## config.mk

```make
export PLATFORM = sky130hd
export DESIGN_NAME = serial_port
export DESIGN_NICKNAME = d
export VERILOG_FILES = /design/src/logic/mem_pkg.sv /design/src/logic/uart_tx.sv /design/src/logic/uart_rx.sv /design/src/logic/serial_port.sv
export SDC_FILE = /design/constraint.sdc
export NUM_CORES = 1
export LEC_CHECK = 0
export ABC_CLOCK_PERIOD_IN_PS = 3900
export BUFFER_PORTS_ARGS = -buffer_cell sky130_fd_sc_hd__buf_2
export CORE_UTILIZATION = 45
export DETAILED_ROUTE_END_ITERATION = 7
export PLACE_DENSITY = 0.64
export REMOVE_ABC_BUFFERS = 1
export SLEW_MARGIN = 20
export SYNTH_ARGS = -nofsm -noshare
export SYNTH_HDL_FRONTEND = slang
export SYNTH_SLANG_ARGS = --single-unit
```

## constraint.sdc

```tcl
create_clock -name clk_i -period 3.9 [get_ports clk_i]
set_input_delay 0 -clock clk_i [delete_from_list [all_inputs] [get_ports clk_i]]
set_output_delay 0 -clock clk_i [all_outputs]
set_load 0.01 [all_outputs]
```

## src/logic/mem_pkg.sv

```systemverilog
`default_nettype none

package mem_pkg;

    typedef logic [31:0] word_t;   // address or data word
    typedef logic [3:0]  be_t;     // byte lane write enable, bit 0 = lsb
    typedef logic [7:0]  byte_t;   // serial data byte

    // where a load/store ends up
    typedef enum logic [2:0] {
        tgt_base,
        tgt_ext,
        tgt_uart_data,
        tgt_uart_stat,
        tgt_none
    } bus_target_e;

    // position inside a serial frame, tx and rx alike
    typedef enum logic [1:0] {
        st_idle,
        st_start,
        st_data,
        st_stop
    } uart_state_e;

    // address map
    localparam word_t BASE_RAM_BASE  = 32'h8000_0000;
    localparam word_t EXT_RAM_BASE   = 32'h8040_0000;
    localparam word_t UART_DATA_ADDR = 32'hBFD0_03F8;
    localparam word_t UART_STAT_ADDR = 32'hBFD0_03FC;

    // each ram region spans 4 MiB
    localparam int REGION_LSB = 22;

endpackage

`default_nettype wire

```

## src/logic/uart_tx.sv

```systemverilog
`timescale 1ns/1ps
`default_nettype none

module uart_tx import mem_pkg::*; #(
    parameter int CLKS_PER_BIT = 16
) (
    input  wire logic  clk_i,
    input  wire logic  locked_i,
    input  wire logic  start_i,
    input  wire byte_t data_i,
    output logic       txd_o,
    output logic       busy_o
);

    localparam int CW = $clog2(CLKS_PER_BIT);

    uart_state_e   state;
    logic [CW-1:0] clk_cnt;
    logic [2:0]    bit_idx;
    byte_t         shift_q;
    logic          bit_done;

    assign bit_done = (clk_cnt == CW'(CLKS_PER_BIT - 1));
    assign busy_o   = (state != st_idle);

    always_ff @(posedge clk_i or negedge locked_i) begin
        if (!locked_i) begin
            state   <= st_idle;
            clk_cnt <= '0;
            bit_idx <= '0;
            shift_q <= '0;
            txd_o   <= 1'b1;   // line idles high
        end else begin
            clk_cnt <= (state == st_idle || bit_done) ? '0 : clk_cnt + 1'b1;
            case (state)
                st_idle: if (start_i) begin
                    shift_q <= data_i;
                    txd_o   <= 1'b0;   // start bit
                    state   <= st_start;
                end
                st_start: if (bit_done) begin
                    txd_o   <= shift_q[0];
                    shift_q <= shift_q >> 1;
                    bit_idx <= '0;
                    state   <= st_data;
                end
                st_data: if (bit_done) begin
                    bit_idx <= bit_idx + 1'b1;
                    if (bit_idx == 3'd7) begin
                        txd_o <= 1'b1;   // stop bit
                        state <= st_stop;
                    end else begin
                        txd_o   <= shift_q[0];   // lsb first
                        shift_q <= shift_q >> 1;
                    end
                end
                default: if (bit_done)
                    state <= st_idle;
            endcase
        end
    end

    a_idle_line_high: assert property (@(posedge clk_i) disable iff (!locked_i)
        (state == st_idle) |-> txd_o);

endmodule

`default_nettype wire

```

## src/logic/uart_rx.sv

```systemverilog
`timescale 1ns/1ps
`default_nettype none

module uart_rx import mem_pkg::*; #(
    parameter int CLKS_PER_BIT = 16
) (
    input  wire logic  clk_i,
    input  wire logic  locked_i,
    input  wire logic  rxd_i,
    output logic       valid_o,
    output byte_t      data_o
);

    localparam int CW = $clog2(CLKS_PER_BIT);

    uart_state_e   state;
    logic [CW-1:0] clk_cnt;
    logic [2:0]    bit_idx;
    logic          rxd_meta;
    logic          rxd_sync;
    logic          half_done;
    logic          bit_done;

    assign half_done = (clk_cnt == CW'(CLKS_PER_BIT / 2 - 1));
    assign bit_done  = (clk_cnt == CW'(CLKS_PER_BIT - 1));

    // two flop synchroniser, idle high
    always_ff @(posedge clk_i or negedge locked_i) begin
        if (!locked_i) begin
            rxd_meta <= 1'b1;
            rxd_sync <= 1'b1;
        end else begin
            rxd_meta <= rxd_i;
            rxd_sync <= rxd_meta;
        end
    end

    always_ff @(posedge clk_i or negedge locked_i) begin
        if (!locked_i) begin
            state   <= st_idle;
            clk_cnt <= '0;
            bit_idx <= '0;
            valid_o <= 1'b0;
        end else begin
            valid_o <= 1'b0;
            clk_cnt <= clk_cnt + 1'b1;
            case (state)
                st_idle: begin
                    clk_cnt <= '0;
                    if (!rxd_sync)
                        state <= st_start;   // falling edge of start bit
                end
                st_start: if (half_done) begin
                    clk_cnt <= '0;   // now aligned to bit middles
                    bit_idx <= '0;
                    state   <= rxd_sync ? st_idle : st_data;   // glitch filter
                end
                st_data: if (bit_done) begin
                    clk_cnt <= '0;
                    bit_idx <= bit_idx + 1'b1;
                    if (bit_idx == 3'd7)
                        state <= st_stop;
                end
                default: if (bit_done) begin
                    valid_o <= rxd_sync;   // framing error drops the byte
                    state   <= st_idle;
                end
            endcase
        end
    end

    // payload shift, lsb arrives first
    always_ff @(posedge clk_i) begin
        if (state == st_data && bit_done)
            data_o <= {rxd_sync, data_o[7:1]};
    end

endmodule

`default_nettype wire

```

## src/logic/serial_port.sv

```systemverilog
`timescale 1ns/1ps
`default_nettype none

module serial_port import mem_pkg::*; #(
    parameter int CLKS_PER_BIT = 16
) (
    input  wire logic  clk_i,
    input  wire logic  locked_i,
    input  wire logic  rd_i,
    input  wire logic  wr_i,
    input  wire byte_t wbyte_i,
    input  wire logic  rxd_i,
    output logic       txd_o,
    output logic       tx_ready_o,
    output logic       rx_avail_o,
    output byte_t      rx_byte_o
);

    logic  tx_busy;
    logic  tx_start_q;
    byte_t tx_byte_q;
    logic  rx_valid;
    byte_t rx_data;

    // a start already queued counts as busy
    assign tx_ready_o = !tx_busy && !tx_start_q;

    always_ff @(posedge clk_i or negedge locked_i) begin
        if (!locked_i) begin
            tx_start_q <= 1'b0;
            rx_avail_o <= 1'b0;
        end else begin
            tx_start_q <= wr_i && tx_ready_o;   // writes while busy are dropped
            if (rx_valid)
                rx_avail_o <= 1'b1;   // new byte beats a read
            else if (rd_i)
                rx_avail_o <= 1'b0;
        end
    end

    always_ff @(posedge clk_i) begin
        if (wr_i && tx_ready_o)
            tx_byte_q <= wbyte_i;
        if (rx_valid)
            rx_byte_o <= rx_data;   // overwrite, even if unread
    end

    uart_tx #(.CLKS_PER_BIT(CLKS_PER_BIT)) u_tx (
        .clk_i    (clk_i),
        .locked_i (locked_i),
        .start_i  (tx_start_q),
        .data_i   (tx_byte_q),
        .txd_o    (txd_o),
        .busy_o   (tx_busy)
    );

    uart_rx #(.CLKS_PER_BIT(CLKS_PER_BIT)) u_rx (
        .clk_i    (clk_i),
        .locked_i (locked_i),
        .rxd_i    (rxd_i),
        .valid_o  (rx_valid),
        .data_o   (rx_data)
    );

endmodule

`default_nettype wire

```

==> summary.txt <==
Routing
  • Total wire length: 3.79 mm
  • Remaining DRCs: 0
  • Routed Antenna Nets: 0
  • Via count: 1329
  • DRT Pass-1 Iters: 4
  • Starting DRT DRC Count: 59
  • Via-per-instance ratio: 5.05
  • Routed len/inst: 14.4 um

GRT
  • First-pass GRT wire length: 6.20 mm
  • Largest net degree at the start of global routing: 33
  • Initial antenna violation count: 0
  • Global Route Usage Sum: 15.5%
  • Vias in the first global route: 1393
  • Grt ovf: 0

Layout
  • Final non-filler cell total: 263
  • Area Overhead vs Synth: 17.1%
  • Most frequent cells in the layout: dfrtp_1 (29), edfxtp_1 (24), buf_2 (23)
  • ANT cells: 0
  • Commonest non-fill, non-tap cell in the layout: dfrtp_1
  • Filler cells: 420
  • Fin area: 2730 um^2
  • Final Util: 56.3%
  • Multi-input combinational cell area: 741 um^2
  • Layout cells sized above 1: 28.1%
  • Final nets: 218
  • Total area of sequential cells: 1530 um^2

Run
  • Max-cap violations: 0

Timing
  • Setup ws final: 1.60 ns
  • WHS: 0.142 ns
  • FMAX: 434 MHz
  • RSZ-0062 raised after global routing: no
  • Final Max Tran Viols: 0
  • Tcrit/Tclk final: 59.0%
  • Rel. slew slack: 45.3%
  • Setup TNS: 0 ns
  • Final setup fails: 0
  • Max Clock Skew: 0.00560 ns
  • Worst-margin pin slew: 0.810 ns
  • Tmin final: 2.30 ns
  • Final hold vios: 0

Clock network
  • Post-CTS sizing: 0
  • CTS Buffer Depth: 2
  • Clock sink count: 56
  • Clock slew at reported path FFs: 0.10 ns
  • Post-CTS setup buffers: 0
  • CTS Hold Bufs: 11
  • CTS H-tree depth: 2
  • Clock latency on the worst-skew pair: 0.30 ns
  • CTS buffer count: 5
  • Clock tree root buffer cell: clkbuf_8
  • CTS tree: built

Setup path
  • Worst path bufs/invs: 1
  • R2R Setup Slk: 1.60 ns
  • CP max FO: 10
  • Crit-path cells: inv_1, ha_1, or2_4, a2111oi_4, mux2_2
  • Crit path DAT: 2.49 ns
  • Setup CP Type: reg2reg
  • Slowest-stage cell, CP: a2111oi_4
  • Startpoint Class: flop
  • Setup crit end kind: flop
  • Delay-heaviest family, CP: compound AO/OA/AOI/OAI gates
  • Slowest cell delay on critical path: 0.66 ns
  • Crit path required time: 4.09 ns

Synth
  • Ys flop type: dfrtp_1
  • EDFF count, synth: 24
  • Netlist cell types: 42
  • Synthesized area: 2330 um^2
  • Yosys reg bits: 56
  • Sequential fraction of the synthesis area: 65.5%
  • Synthesized instance count: 159
  • Warnings from Yosys: 0
  • Ys async rst share: 57.1%
  • Mean Syn Cell Area: 14.7 um^2

Floorplan
  • Io pins: 24
  • FP Rows: 25
  • Die area: 5470 um^2
  • Core Box Area: 4850 um^2
  • Initial core utilization: 48.1%
  • Die X: 74.0 um
  • Die extent in y: 74.0 um

Power and ir drop
  • Pleak: 1.15 nW
  • Total power draw: 1.82 mW
  • Peak VDD IR: 0.270 mV
  • Pwr/cell area: 669 nW/um^2

Placed design
  • Cell total after placement: 244
  • Place WS: 1.60 ns
  • DP HPWL: 2.58 mm
  • Dpl cell area: 2500 um^2
  • Gpl congestion: 0.726
  • PortBufs: 23

Run status
  • Run status: finished, final reports clean

Min path
  • Path type of the worst min-delay path: in2reg
## final cells by class
| class | instances | share of cell area [%] |
|---|---|---|
| clock buffers | 5 | 2.52 |
| clock inverters | 3 | 1.70 |
| inverters | 10 | 1.38 |
| multi-input cells | 88 | 27.2 |
| flip-flops and latches | 56 | 55.9 |
| well taps | 67 | 3.07 |
| repair buffers | 34 | 8.26 |
## state kept, by name (all words and copies together) (netlist names), 2 cells and up
| signal | flops |
|---|---|
| u_tx.bit_idx | 3 |
| u_tx.clk_cnt | 4 |
| u_rx.clk_cnt | 4 |
| rx_byte_o | 8 |
| u_tx.state | 2 |
| u_rx.data_o | 8 |
| tx_byte_q | 8 |
| u_tx.shift_q | 8 |
| u_rx.state | 2 |
| u_rx.bit_idx | 3 |
## power by group
group / switching, mW / total (mW) / leakage, nW / internal [mW]
clock: 0.190 / 0.383 / 0.0548 / 0.194
sequential: 0.103 / 0.850 / 0.611 / 0.746
combinational: 0.267 / 0.591 / 0.483 / 0.324
## cell families (layout without fill, tap and decap cells)
family,after synthesis,count (layout),synth area share (%)
muxes,17,17,8.16
adders and majority gates,10,10,5.37
and+or+nand+nor,34,34,8.43
xor gates and xnor gates,4,4,1.50
DFF,56,56,65.5
buffers and inverters,15,52,2.74
AOI/OAI and AO/OA,23,23,8.32
## worst reg2reg max path: stages, from the launching register on
cell and delay [ns]:
dfrtp_1 0.41, inv_1 0.10, ha_1 0.32, or2_4 0.29, a2111oi_4 0.66, mux2_2 0.41
## synthesized netlist by cell type (all sizes together), types with 3 or more instances
master,n,area [um^2]
dfrtp,29,726
edfxtp,24,721
mux2,16,180
ha,10,125
inv,10,37.5
nor2,7,26.3
nand3,5,25.0
o21ai,4,20.0
a21oi,3,15.0
clkbuf,3,11.3
dfstp,3,78.8
nand2,3,11.3
nor3,3,15.0
nor3b,3,22.5
xnor2,3,26.3
## per-layer routing
metal / vias to the layer above / wire length [um] / track usage (%)
met1: 654 / 1670 / 17.1
met3: 4 / 114 / 4.20
met4: 0 / 31 / 5.13
met2: 20 / 1970 / 28.6
met5: - / 0 / 0
li1: 651 / - / -
## path summary, 6_finish.rpt
check                                               start                          end  cells after the start
min in group asynchronous                        locked_i  u_rx.bit_idx[0]$_DFFE_PN0P_                      2
worst min-delay path                                 wr_i         tx_start_q$_DFF_PN0_                      2
worst max-delay path            u_tx.state[0]$_DFFE_PN0P_  u_tx.shift_q[2]$_DFFE_PN0P_                      5
worst min register to register    u_rx.rxd_meta$_DFF_PN1_      u_rx.rxd_sync$_DFF_PN1_                      0
max in group asynchronous                        locked_i  u_tx.shift_q[3]$_DFFE_PN0P_                      2
worst max register to register  u_tx.state[0]$_DFFE_PN0P_  u_tx.shift_q[2]$_DFFE_PN0P_                      5
(Power assumes the default switching activity.)
